--- config.mk ---
export PLATFORM = sky130hd
export DESIGN_NAME = mem_wait_timer
export DESIGN_NICKNAME = d
export VERILOG_FILES = /design/src/mem_wait_timer.sv
export VERILOG_INCLUDE_DIRS = /design/src
export SDC_FILE = /design/constraint.sdc
export NUM_CORES = 1
export LEC_CHECK = 0
export BUFFER_PORTS_ARGS = -buffer_cell sky130_fd_sc_hd__buf_2
export CAP_MARGIN = 20
export CORE_AREA = 2 2 39 41
export DETAILED_ROUTE_END_ITERATION = 10
export DIE_AREA = 0 0 41 43
export PLACE_DENSITY_LB_ADDON = 0.12
export RECOVER_POWER = 25
export SLEW_MARGIN = 20
export SYNTH_ARGS = -nofsm -noshare
export SYNTH_HDL_FRONTEND = slang
export SYNTH_SLANG_ARGS = --single-unit
--- constraint.sdc ---
create_clock -name clk -period 1.3 [get_ports clk]
set_clock_uncertainty 0.05 [all_clocks]
set_input_delay 0.195 -clock clk [delete_from_list [all_inputs] [get_ports clk]]
set_output_delay 0.195 -clock clk [all_outputs]
set_load 0.1 [all_outputs]
--- src/mips_mem_consts.svh ---
`ifndef MIPS_MEM_CONSTS_SVH
`define MIPS_MEM_CONSTS_SVH

// primary opcode field of the MIPS load/store instructions
`define OP_LB           6'b100000
`define OP_LH           6'b100001
`define OP_LW           6'b100011
`define OP_LBU          6'b100100
`define OP_LHU          6'b100101
`define OP_SB           6'b101000
`define OP_SH           6'b101001
`define OP_SW           6'b101011
`define OP_LL           6'b110000
`define OP_SC           6'b111000

// exception bus of one issue slot, nonzero means excepted
`define EXCEPT_W        8

// bus wait states before the SRAM cycle, at least 1
`define MEM_WAIT_CYCLES 2

// word-address width, 256 words
`define DSRAM_AW        8

`endif

--- src/mem_wait_timer.sv ---
`include "mips_mem_consts.svh"

module mem_wait_timer (
    input  logic clk,
    input  logic rst_n,
    input  logic start,
    output logic done
);

    localparam int CNT_W = $clog2(`MEM_WAIT_CYCLES + 1);

    logic [CNT_W-1:0] cnt;
    logic             busy;

    always_ff @(posedge clk or negedge rst_n) begin
        if (!rst_n) begin
            busy <= 1'b0;
            cnt  <= '0;
        end else if (start) begin
            busy <= 1'b1;
            cnt  <= CNT_W'(`MEM_WAIT_CYCLES - 1);
        end else if (busy) begin
            if (cnt == '0) begin
                busy <= 1'b0;
            end else begin
                cnt <= cnt - 1'b1;
            end
        end
    end

    // last wait cycle
    assign done = busy && (cnt == '0);

    a_no_restart: assert property (
        @(posedge clk) disable iff (!rst_n)
        start |-> !busy
    ) else $error("mem_wait_timer: start while a count is running");

endmodule

==> flow_summary.json <==
{
  "status": "complete, but fails checks",
  "violations": "setup timing",
  "cap_violations": 0,
  "grt_usage_pct": 6.24,
  "worstHoldPathCells": 2,
  "yosys-top-cells-area": "dfrtp_1 49%, ha_1 8.1%, mux2i_1 6.5%",
  "ys_types": 11,
  "p_leak_uw": 0.000132,
  "r2r_slack_ns": -0.04,
  "cts_tree": "built",
  "finalCritPeriodShare_pct": 104,
  "final_cell_area_um2": 297,
  "crit_path_start": "cnt[1]",
  "yosysMostFrequentCell": "dfrtp_1",
  "clk_pin_slew_ns": 0.04,
  "die_w_um": 41,
  "cp-start-kind": "flop",
  "clk_latency_ns": 0.23,
  "p_switching_uw": 316,
  "yosys.area.top_type": "dfrtp_1",
  "drt-initial-drc-count": 0,
  "p_int_uw": 491,
  "area_growth_pct": 92.7,
  "rr_worst_depth": 4,
  "place.gp.congestion": 0.622,
  "power.share.clock_pct": 20.5,
  "r2r_end": "cnt[1]",
  "htree_levels": 1,
  "power.density_mw_per_mm2": 2720,
  "crit_arrival_ns": 1.11,
  "worst_slew_margin_rel_pct": 79.0,
  "synth.avg_cell_area_um2": 11.0,
  "rsz0062_at_grt": "true",
  "grt_max_degree": 6,
  "drt-wirelength-per-cell_um": 8.02,
  "initial_core_util_pct": 11.1,
  "nets": 32,
  "pwr-share-comb_pct": 60.4,
  "yosys.area.top_type_share_pct": 48.8,
  "r2r-start": "cnt[1]",
  "num_rows": 14,
  "wirelength_um": 345,
  "synth.cell_area_um2": 154,
  "clockBufferDepth": 2,
  "grt_pass1_vias": 161,
  "setup_violations": 2,
  "drtPass1Iterations": 1,
  "end_kind": "primary output",
  "antenna_found_initial": 0,
  "viasPerCell": 3.14,
  "die_y_um": 43,
  "cts.sinks": 3,
  "core_mm2": 0.00138,
  "placed_area_um2": 220,
  "min_path_type": "in -> reg",
  "critPathKind": "reg -> out",
  "max_freq_mhz": 736,
  "switching_share_pct": 39.1,
  "final_util_pct": 21.4,
  "whs_endpoint": "cnt[1]",
  "overflow": 0,
  "cts_inserted_buffers": 3,
  "ys_warn_count": 0,
  "ir_worst_vdd_v": 0.000685,
  "synth_edf_count": 0,
  "port_buffers": 3,
  "slew_viol_final": 0,
  "drc": 0,
  "drive_gt1_share_pct": 59.3,
  "ys_seq_area_share_pct": 48.8,
  "synthFlopType": "dfrtp_1",
  "ys_async_sr_fraction_pct": 100,
  "min_from": "start",
  "postSynthNetCount": 18,
  "place_hpwl_um": 229,
  "ios": 4,
  "seq_power_share_pct": 19.2,
  "vias": 135,
  "diodes": 0,
  "layout_min_cycle_time_ns": 1.36,
  "finalHoldViolCount": 0,
  "drtAntennaViolNets": 0,
  "root_buffer": "clkbuf_4",
  "crit_fanout": 3,
  "synth_commonest_cells": "3 x dfrtp_1, 2 x inv_1",
  "yosys_register_bits": 3,
  "syn_inst": 14,
  "setup_slack_ns": -0.0582,
  "cp.required_ns": 1.05,
  "grt_pass1_wl_um": 634,
  "worst_pin_slew_ns": 0.314,
  "die-area_mm2": 0.00176
}
## worst max-delay path: stages, from the launching register on
cell,delay [ns]
dfrtp_1,0.36
inv_2,0.08
ha_4,0.13
and2_4,0.14
buf_12,0.16
## area by class of cell
cell class              instances  area, µm²
repair buffers                  9       76.3
fillers                       157       1090
flip-flops and latches          3       75.1
multi-input cells               9       91.3
clock buffers                   4       26.3
inverters                       2       7.51
well taps                      16       20.0
## logic make-up after synthesis
family | synth area share [%]
AO/OA/AOI/OAI | 4.88
adder cells (fa/ha/maj) | 8.13
buffers and inverters | 4.88
flip-flops | 48.8
multiplexers | 6.50
AND/OR/NAND/NOR | 26.8
## flip-flops by register name, indices dropped and copies added (netlist names)
name,cells
cnt,2
busy,1
## timing repair
item	CTS	global route
endpoints found under the hold margin	3	0
resized for setup	6	0
setup buffers	1	2
hold buffers	1	0
setup endpoints to repair	2	2
pin swaps	3	1
## metrics by stage
stage | power (µW) | setup slack [ns] | cells | hold slack [ns] | TNS, ns
detailed placement | 528 | -0.0881 | 35 | -0.0532 | -0.0881
CTS | 782 | -0.0784 | 41 | 0.150 | -0.122
global route | 887 | -0.107 | 43 | 0.170 | -0.171
floorplan | 381 | -0.0326 | 14 | -0.151 | -0.0326
global placement | 527 | -0.0556 | 35 | -0.0515 | -0.0556
finish | 806 | -0.0582 | 43 | 0.159 | -0.0940
## power by group through the flow
stage | sequential (µW) | clock [µW] | combinational, µW
CTS | 155 | 173 | 453
global placement | 151 | 0 | 375
floorplan | 147 | 0 | 234
finish | 155 | 165 | 487
global route | 158 | 186 | 543
detailed placement | 152 | 0 | 376
## worst max path at each step
stage / to / cells past startpoint
after floorplan: cnt[1] / 4
after global placement: cnt[1] / 4
after detailed placement: cnt[1] / 4
after CTS: done / 4
after global routing: done / 4
final: done / 4
## layer usage
layer | vias to the layer above | part of all wire [%] | global-route usage [%]
li1 | 71 | - | -
met1 | 61 | 43 | 6.82
met3 | 0 | 5.2 | 3.14
met4 | 0 | 0 | 8.00
met5 | - | 0 | 0
met2 | 3 | 52 | 7.19
## layout by cell type (no fill, tap or decap)
cell type	count
clkbuf_4	3
mux2i_1	1
and2b_2	1
and2_4	1
clkbuf_1	2
nor2b_1	1
o31ai_2	1
buf_12	1
dfrtp_1	3
ha_4	1
dlygate4sd3_1	1
nor2_1	1
buf_2	1
inv_2	2
or2_1	1
or4b_1	1
buf_4	5
(Power assumes the default switching activity.)
