[src/mips_mem_consts.svh]
`ifndef MIPS_MEM_CONSTS_SVH
`define MIPS_MEM_CONSTS_SVH

// primary opcode field of the MIPS load/store instructions
`define OP_LB           6'b100000
`define OP_LH           6'b100001
`define OP_LW           6'b100011
`define OP_LBU          6'b100100
`define OP_LHU          6'b100101
`define OP_SB           6'b101000
`define OP_SH           6'b101001
`define OP_SW           6'b101011
`define OP_LL           6'b110000
`define OP_SC           6'b111000

// exception bus of one issue slot, nonzero means excepted
`define EXCEPT_W        8

// bus wait states before the SRAM cycle, at least 1
`define MEM_WAIT_CYCLES 2

// word-address width, 256 words
`define DSRAM_AW        8

`endif

[src/mips_mem_pkg.sv]
`include "mips_mem_consts.svh"

package mips_mem_pkg;

    // data word and byte address
    typedef logic [31:0] word_t;
    typedef logic [31:0] addr_t;

    typedef logic [5:0] mem_op_t;

    // one enable per byte lane, bit 0 is bits 7:0
    typedef logic [3:0] byte_en_t;

    // 0: 1 byte, 1: 2 bytes, 2: 4 bytes
    typedef logic [1:0] rlen_t;

    typedef logic [`EXCEPT_W-1:0] except_bus_t;

    // access sequencing
    typedef enum logic [1:0] {
        IDLE,
        WAIT,
        ACCESS,
        RESP
    } mem_state_e;

endpackage

[src/mem_stall_fsm.sv]
module mem_stall_fsm (
    input  logic clk,
    input  logic rst_n,
    input  logic access_req,
    input  logic timer_done,
    output logic timer_start,
    output logic sram_fire,
    output logic mem_stall,
    output logic mem_done
);
    import mips_mem_pkg::*;

    mem_state_e state;
    mem_state_e state_next;

    always_ff @(posedge clk or negedge rst_n) begin
        if (!rst_n) begin
            state <= IDLE;
        end else begin
            state <= state_next;
        end
    end

    always_comb begin
        state_next  = state;
        timer_start = 1'b0;
        sram_fire   = 1'b0;
        mem_stall   = 1'b0;
        mem_done    = 1'b0;
        case (state)
            IDLE: begin
                // stall the pipe in the very cycle the request shows up
                mem_stall   = access_req;
                timer_start = access_req;
                if (access_req) begin
                    state_next = WAIT;
                end
            end
            WAIT: begin
                mem_stall = 1'b1;
                if (timer_done) begin
                    state_next = ACCESS;
                end
            end
            ACCESS: begin
                mem_stall  = 1'b1;
                sram_fire  = 1'b1;
                state_next = RESP;
            end
            RESP: begin
                // read data is in the SRAM output register now
                mem_done   = 1'b1;
                state_next = IDLE;
            end
            default: state_next = IDLE;
        endcase
    end

    a_done_then_idle: assert property (
        @(posedge clk) disable iff (!rst_n)
        mem_done |=> (state == IDLE)
    ) else $error("mem_stall_fsm: not idle after mem_done");

endmodule

[config.mk]
export PLATFORM = sky130hd
export DESIGN_NAME = mem_stall_fsm
export DESIGN_NICKNAME = d
export VERILOG_FILES = /design/src/mips_mem_pkg.sv /design/src/mem_stall_fsm.sv
export VERILOG_INCLUDE_DIRS = /design/src
export SDC_FILE = /design/constraint.sdc
export NUM_CORES = 1
export LEC_CHECK = 0
export BUFFER_PORTS_ARGS = -buffer_cell sky130_fd_sc_hd__buf_2
export CAP_MARGIN = 10
export CORE_AREA = 2 2 39 41
export DETAILED_ROUTE_END_ITERATION = 8
export DIE_AREA = 0 0 41 43
export GPL_TIMING_DRIVEN = 0
export SKIP_LAST_GASP = 1
export SLEW_MARGIN = 10
export SYNTH_ARGS = -nofsm -noshare
export SYNTH_HDL_FRONTEND = slang
export SYNTH_SLANG_ARGS = --single-unit
[constraint.sdc]
create_clock -name clk -period 3.5 [get_ports clk]
set_input_delay 0 -clock clk [delete_from_list [all_inputs] [get_ports clk]]
set_output_delay 0 -clock clk [all_outputs]
set_load 0.01 [all_outputs]
==> qor.yml <==
synth:
  netlist_area_um2: 179
  synth_nets: 27
  ys_top_cells_by_area: "ha_1 (35%), dfrtp_1 (28%), inv_1 (8.4%), o22ai_2 (7.0%), mux2_1 (6.3%)"
  ys_seq_area_share_pct: 28.0
  post_synth.cell_area_avg_um2: 9.94
  yosys.cell_types.count: 8
  synth_top_area_share_pct: 35.0
  ys_ff_latch: 2
  post-synth-top-area-cell: "ha_1"
  synthCells: 18
  synth_warnings: 0
setup_path:
  startpoint_type: "register"
  cp_common_cell: "inv_1"
  endpoint_kind: "register"
  slowest_stage: "dfrtp_1"
  worstPathCellList: "inv_1, ha_1, inv_1, o22ai_2, mux2_1"
  path_buf_inv: 2
  critPathRequiredTime_ns: 3.60
  critPathMaxFanout: 4
  critPathMaxStageDelay_ns: 0.39
  path_delay_family: "flip-flops"
  worst_ep_arrival_time_ns: 1.51
  critical_path_class: "register to register"
cells_and_area:
  final_util_pct: 19.3
  n_antenna_cell: 0
  largest_reg_flops: 2
  regMostFlops: "state"
  layout_common_cells: "buf_2 (7), ha_1 (5), inv_1 (4)"
  final_common_cell: "buf_2"
  reg_top3: "state x2"
  nNetsFinal: 40
  drive_gt1_share_pct: 37.9
  area_delta_synth_final_pct: 49.0
sta:
  rsz0062_at_grt: "false"
  setup_tns_ns: 0
  slew_headroom_pct: 87.3
  whs_ns: 0.0912
  timing.final.ws_setup_ns: 2.09
  finalHoldViolCount: 0
  skew_ns: 0.00225
  report.final.slew_viol_count: 0
  worst_pin_slew_ns: 0.191
  setup_viol: 0
  period_share_pct: 40.3
  clock.fmax_ghz: 0.708
  final.min_clock_period_ns: 1.41
clocking:
  cts_max_level: 1
  ctsResizeCount: 0
  post-cts-setup-buffers: 0
  cts_tree: "yes"
  cts_inserted_buffers: 3
  root_buffer: "clkbuf_4"
  insertion_delay_ns: 0.22
  max-clock-path-buffers: 2
  clock_sinks: 2
  path_clk_slew_ns: 0.03
place:
  dp_slack_ns: 2.08
  gp_congestion: 0.565
  io_buffers: 7
  hpwl_um: 245
route:
  highest_layer: "met3"
  drcViolationCount: 0
  drtIter0Drc: 0
  wl_per_cell_um: 7.02
  wl_met1_um: 151
  finalWirelength_um: 316
  wl_met2_um: 129
  first_pass_iters: 1
  ant_nets: 0
  vias_per_cell: 3.36
  wl_met3_um: 36
  vias: 151
global_route:
  grt_max_degree: 5
  grtUsageTotal_pct: 5.32
  grt_pass1_wl_um: 531
  grt_overflow_total: 0
  grt_pass1_vias: 142
  antenna_found_initial: 0
power:
  p_clk_share_pct: 21.2
  peakVddDrop_mv: 0.165
  p_sw_share_pct: 41.3
  power_density_mw_per_mm2: 891
  cell_internal_pwr_mw: 0.139
  comb_power_share_pct: 58.6
  p_leak_nw: 0.146
  p_sw_mw: 0.0980
  pwr-share-seq_pct: 20.2
die:
  num_io_pins: 8
  fp.coreArea_mm2: 0.00138
  num_rows: 14
  die_w_um: 41
  start_util_pct: 12.9
  dieArea_mm2: 0.00176
  die_h_um: 43
outcome:
  status: "completed"
flow_run:
  maxCapViolCount: 0
hold_path:
  hp-class: "input pin to async pin"
==> cells by family after synthesis <==
logic type	share of synthesized area [%]
muxes	11.9
DFF	28.0
and+or+nand+nor	9.79
AOI/OAI and AO/OA	6.99
buffers and inverters	8.39
adders and majority gates	35.0
==> cells in the mapped netlist (all sizes together) <==
master  number
mux2i        1
nor2         3
dfrtp        2
and2         1
mux2         1
ha           5
inv          4
o22ai        1
==> repair_timing <==
action | 4_1_cts | 5_1_grt
hold endpoints to repair | 2 | 0
setup endpoints to repair | 0 | 0
hold buffers | 1 | 0
==> power groups by stage <==
stage / combinational [mW] / clock, mW / sequential, mW
2_1_floorplan: 0.103 / 0 / 0.0456
3_3_place_gp: 0.140 / 0 / 0.0481
3_5_place_dp: 0.142 / 0 / 0.0485
4_1_cts: 0.144 / 0.0548 / 0.0482
5_1_grt: 0.166 / 0.0577 / 0.0505
6_report: 0.139 / 0.0504 / 0.0479
==> worst register-to-register path, cell delays in order (launching register included) <==
cell     delay (ns)
dfrtp_1        0.39
inv_1          0.13
ha_1           0.17
inv_1          0.05
o22ai_2        0.21
mux2_1         0.34
==> stage by stage <==
stage	std cells	total power, mW	area (µm²)
2_1_floorplan	18	0.148	179
3_3_place_gp	41	0.188	234
3_5_place_dp	41	0.190	234
4_1_cts	45	0.247	267
5_1_grt	45	0.274	267
6_report	45	0.237	267
==> final timing paths <==
path	startpoint	to	slack (ns)	cells past startpoint
worst min-delay path	rst_n	state[0]$_DFFE_PN0P_	0.09	2
worst max register to register	state[0]$_DFFE_PN0P_	state[1]$_DFFE_PN0P_	2.09	5
worst max-delay path	state[0]$_DFFE_PN0P_	state[1]$_DFFE_PN0P_	2.09	5
worst min register to register	state[1]$_DFFE_PN0P_	state[1]$_DFFE_PN0P_	0.56	1
max in group asynchronous	rst_n	state[1]$_DFFE_PN0P_	3.31	2
min in group clk	timer_done	state[0]$_DFFE_PN0P_	0.10	3
==> metal layers <==
metal	up-vias	track usage, %
li1	80	-
met5	-	0
met2	7	5.63
met3	0	6.28
met1	64	4.50
met4	0	6.00
==> layout make-up <==
cell class                 instances  area [µm²]
clock buffer                       3        22.5
fill                             158        1120
tap                               16        20.0
multi-input combinational         12         114
sequential                         2        50.0
timing repair buffer               8        45.0
inverter                           4        15.0
Power figures use the tool's default switching activity.
