==> src/mips_mem_consts.svh <==
`ifndef MIPS_MEM_CONSTS_SVH
`define MIPS_MEM_CONSTS_SVH

// primary opcode field of the MIPS load/store instructions
`define OP_LB           6'b100000
`define OP_LH           6'b100001
`define OP_LW           6'b100011
`define OP_LBU          6'b100100
`define OP_LHU          6'b100101
`define OP_SB           6'b101000
`define OP_SH           6'b101001
`define OP_SW           6'b101011
`define OP_LL           6'b110000
`define OP_SC           6'b111000

// exception bus of one issue slot, nonzero means excepted
`define EXCEPT_W        8

// bus wait states before the SRAM cycle, at least 1
`define MEM_WAIT_CYCLES 2

// word-address width, 256 words
`define DSRAM_AW        8

`endif

==> src/mips_mem_pkg.sv <==
`include "mips_mem_consts.svh"

package mips_mem_pkg;

    // data word and byte address
    typedef logic [31:0] word_t;
    typedef logic [31:0] addr_t;

    typedef logic [5:0] mem_op_t;

    // one enable per byte lane, bit 0 is bits 7:0
    typedef logic [3:0] byte_en_t;

    // 0: 1 byte, 1: 2 bytes, 2: 4 bytes
    typedef logic [1:0] rlen_t;

    typedef logic [`EXCEPT_W-1:0] except_bus_t;

    // access sequencing
    typedef enum logic [1:0] {
        IDLE,
        WAIT,
        ACCESS,
        RESP
    } mem_state_e;

endpackage

==> src/mem_access.sv <==
`include "mips_mem_consts.svh"

module mem_access (
    input  logic                      mem_en,
    input  mips_mem_pkg::mem_op_t     mem_op,
    input  mips_mem_pkg::word_t       mem_wdata,
    input  mips_mem_pkg::addr_t       mem_addr,
    output mips_mem_pkg::word_t       mem_rdata,

    input  logic                      master_mem_sel,
    input  logic                      slave_mem_sel,
    input  mips_mem_pkg::except_bus_t master_except,
    input  mips_mem_pkg::except_bus_t slave_except,

    input  mips_mem_pkg::word_t       sram_rdata,
    input  logic                      ll_bit,
    output logic                      access_req,
    output mips_mem_pkg::addr_t       sram_addr,
    output mips_mem_pkg::word_t       sram_wdata,
    output mips_mem_pkg::byte_en_t    sram_wen,
    output mips_mem_pkg::rlen_t       sram_rlen
);
    import mips_mem_pkg::*;

    logic [1:0]  ofs;
    logic        half_ok;
    logic        word_ok;
    logic [7:0]  rd_byte;
    logic [15:0] rd_half;
    byte_en_t    byte_lane;
    logic        is_load;

    // slave slot only goes if the older master slot did not trap
    assign access_req = mem_en &&
                        ((master_mem_sel && ~(|master_except)) ||
                         (slave_mem_sel && ~(|master_except) && ~(|slave_except)));
    assign sram_addr  = mem_addr;

    assign ofs       = mem_addr[1:0];
    assign half_ok   = (ofs[0] == 1'b0);
    assign word_ok   = (ofs == 2'b00);
    assign rd_byte   = sram_rdata[ofs*8 +: 8];
    assign rd_half   = ofs[1] ? sram_rdata[31:16] : sram_rdata[15:0];
    assign byte_lane = byte_en_t'(4'b0001 << ofs);

    // loads sit in the 100xxx and 110xxx opcode rows
    assign is_load   = mem_op[5] & ~mem_op[3];

    always_comb begin
        sram_wen   = 4'b0000;
        sram_wdata = '0;
        sram_rlen  = 2'd0;
        mem_rdata  = '0;
        case (mem_op)
            `OP_LW, `OP_LL: begin
                sram_rlen = 2'd2;
                mem_rdata = word_ok ? sram_rdata : '0;
            end
            `OP_LH: begin
                sram_rlen = 2'd1;
                mem_rdata = half_ok ? {{16{rd_half[15]}}, rd_half} : '0;
            end
            `OP_LHU: begin
                sram_rlen = 2'd1;
                mem_rdata = half_ok ? {16'h0000, rd_half} : '0;
            end
            `OP_LB: begin
                mem_rdata = {{24{rd_byte[7]}}, rd_byte};
            end
            `OP_LBU: begin
                mem_rdata = {24'h000000, rd_byte};
            end
            `OP_SW: begin
                sram_wen   = {4{word_ok}};
                sram_wdata = mem_wdata;
            end
            `OP_SC: begin
                // store only lands while the link holds, rt gets the outcome
                sram_wen   = {4{word_ok & ll_bit}};
                sram_wdata = mem_wdata;
                mem_rdata  = {31'b0, ll_bit};
            end
            `OP_SH: begin
                sram_wen   = half_ok ? (ofs[1] ? 4'b1100 : 4'b0011) : 4'b0000;
                sram_wdata = {2{mem_wdata[15:0]}};
            end
            `OP_SB: begin
                sram_wen   = byte_lane;
                sram_wdata = {4{mem_wdata[7:0]}};
            end
            default: ;
        endcase
    end

    always_comb begin
        if (is_load) begin
            assert (sram_wen == 4'b0000)
                else $error("mem_access: byte enables %b on load op %h", sram_wen, mem_op);
        end
    end

endmodule

==> config.mk <==
export PLATFORM = sky130hd
export DESIGN_NAME = mem_access
export DESIGN_NICKNAME = d
export VERILOG_FILES = /design/src/mips_mem_pkg.sv /design/src/mem_access.sv
export VERILOG_INCLUDE_DIRS = /design/src
export SDC_FILE = /design/constraint.sdc
export NUM_CORES = 1
export LEC_CHECK = 0
export ABC_AREA = 1
export BUFFER_PORTS_ARGS = -buffer_cell sky130_fd_sc_hd__clkbuf_2
export CAP_MARGIN = 20
export CORE_ASPECT_RATIO = 0.7
export CORE_MARGIN = 5
export CORE_UTILIZATION = 29
export DETAILED_ROUTE_END_ITERATION = 10
export PLACE_DENSITY = 0.68
export SYNTH_ARGS = -nofsm -noshare
export SYNTH_HDL_FRONTEND = slang
export SYNTH_SLANG_ARGS = --single-unit
==> constraint.sdc <==
create_clock -name vclk -period 2
set_clock_uncertainty 0.2 [all_clocks]
set_input_delay 0.4 -clock vclk [all_inputs]
set_output_delay 0.4 -clock vclk [all_outputs]
set_load 0.03 [all_outputs]
==> results.md <==
* Seq/Total Area, Yosys at 0
* Antenna violations before repair at 0
* Highest clock rate at 0.459 GHz
* Relative slew slack at 0.835
* DRC at 0
* DIE WIDTH at 113 um
* I/O pin total at 225
* Max-Cap Viols at 0
* Cells after Synth at 422
* RSZ-0062 raised after global routing: true
* Critical path class: input port to primary output
* Die Height at between 80 and 90 um
* Diode count at 0
* Via count at 3389
* Hold_ws at 0.600 ns
* Finish-stage setup viols at 70
* Gr ovfl total at 0
* Number of global-route vias before repair at roughly 3000
* Synthesized area per cell at 5.11 um2
* Setup slack after layout at -0.179 ns
* Grt met3 use at 0.0226
* CP endpoint kind: primary output
* Post-Synthesis Net Count at around 540
* Routed Antenna Nets at 0
* Most frequent cells in the layout: 89 x clkbuf_2, 83 x nand2_1, 56 x nor2_1
* Layout area overhead at 120%
* Cell area after layout at between 4000 and 5000 um2
* Port bufs at 165
* Clock buffer count at 0
* Worst slack, placed at -0.234 ns
* Critical path arrival at 1.58 ns
* Hold path start: mem_addr[17]
* WHS Endpoint: sram_addr[17]
* Fillers at between 500 and 600
* Global-route wire length before repair at 14600 um
* WL final at 12100 um
* Commonest non-fill, non-tap cell in the layout: clkbuf_2
* DR WL/cell at 17.7 um
* Mapped Area at 2160 um2
* Final worst-path cycle share at 1.09
* HP Class: input port to primary output
* Seq cells at 0
* Final hold vios at 0
* RePlAce Congestion at 0.826
* Layout cells sized above 1 at 0.617
* Grt met2 use at 0.330
* Vias/cell at 4.95
* Area after DPL at 3130 um2
* Slew @ Worst Pin at 0.248 ns
* Largest area contributor in the synthesized netlist: nand2_1
* Top cells by area, synth: nand2_1 25%, nand3_1 13%, buf_4 13%
* Final Slew Violations at 0
* Yosys Warn Count at 0
* Crit-path max FO at 8
* Nets@finish at 711
* Tot GR Track Use at 0.189
* DP Cell Count at 672
* Failing checks: setup timing
* First drt pass iteration count at 7
* CTS hold repair buffers at 0
* Die Area at between 9000 and 10000 um2
* DR iter-0 viols at 272
* Routing usage on met1 at 0.260
* Status: finished, violations left
* Post-route insts no fill at slightly below 700
* Startpoint Class: input port
* Multi-input logic area at 2260 um2
* DP Wirelength at 7600 um
* Largest net degree at the start of global routing at 26
* Core Area at 7250 um2
* Pwr/cell area at 130 nW/um2
* Worst Path Required at 1.40 ns
* Finished Core Util at 0.653
* Max VDD drop at 0.0879 mV
* Sequential cell area at 0 um2
* Fin crit period at 2.18 ns
* Yosys top cell area share at 0.249
* Leak pwr at 2.88 nW
* Hold depth at 0
* Rows at 26
* Post-synth cell types at 26
* Starting Density at 0.297
* GRT busiest layer: met2
-- critical path: stages --
cell	delay (ns)
buf_8	0.10
nor2_4	0.12
buf_12	0.16
nand2_8	0.07
nor2_4	0.19
buf_12	0.20
nand2_2	0.08
nand3_2	0.12
buf_8	0.14
-- cells by family (layout without fill, tap and decap cells) --
family	after synthesis	after routing	share of synthesized area
AND/OR/NAND/NOR	312	312	0.707
buffers and inverters	101	266	0.262
AO/OA/AOI/OAI	9	9	0.0313
-- through the flow --
stage	setup TNS (ns)	power (W)
2_1_floorplan	0	0.000338
3_3_place_gp	-10.26	0.000432
3_5_place_dp	-11.46	0.000438
4_1_cts	-6.50	0.000495
5_1_grt	-11.25	0.000655
6_report	-8.50	0.000616
-- worst max path at each step --
stage                   start              to  slack, ns  cells after the start
floorplan           mem_op[5]   sram_wdata[1]       0.02                      6
global placement    mem_op[5]    mem_rdata[6]      -0.20                      9
detailed placement  mem_op[5]    mem_rdata[6]      -0.23                      9
CTS                 mem_op[5]    mem_rdata[6]      -0.15                     10
global route        mem_op[4]    mem_rdata[6]      -0.21                      9
finish              mem_op[4]  sram_wdata[27]      -0.18                      9
-- synthesized netlist by cell type, drive strengths merged --
cell type and instances:
clkinv 1, a21oi 2, clkbuf 1, nand3b 1, o21ai 7, nand4 1, nand2 148, or2 2
nand3 80, nor3b 1, nor2 77, nor3 2, buf 46, inv 53
-- report_power, final --
part | switching (W) | internal, W
logic | 0.000350 | 0.000265
clock network | 0 | 0
registers | 0 | 0
-- per-layer routing --
| metal | part of all wire | routed length [um] |
|---|---|---|
| met4 | 0.034 | 408 |
| met1 | 0.40 | 4820 |
| met5 | 0 | 0 |
| met2 | 0.51 | 6190 |
| met3 | 0.060 | 729 |
-- final cells by class --
cell class	count	area share
well taps	98	0.0259
inverters	54	0.0467
multi-input cells	321	0.478
repair buffers	212	0.450
-- repair_timing --
item / CTS / global route
setup endpoints to repair: 69 / 70
setup buffers: 4 / 6
gates cloned: 0 / 5
resized for setup: 153 / 232
pin swaps: 11 / 32
Note: power is estimated with default switching activity, not from simulation.
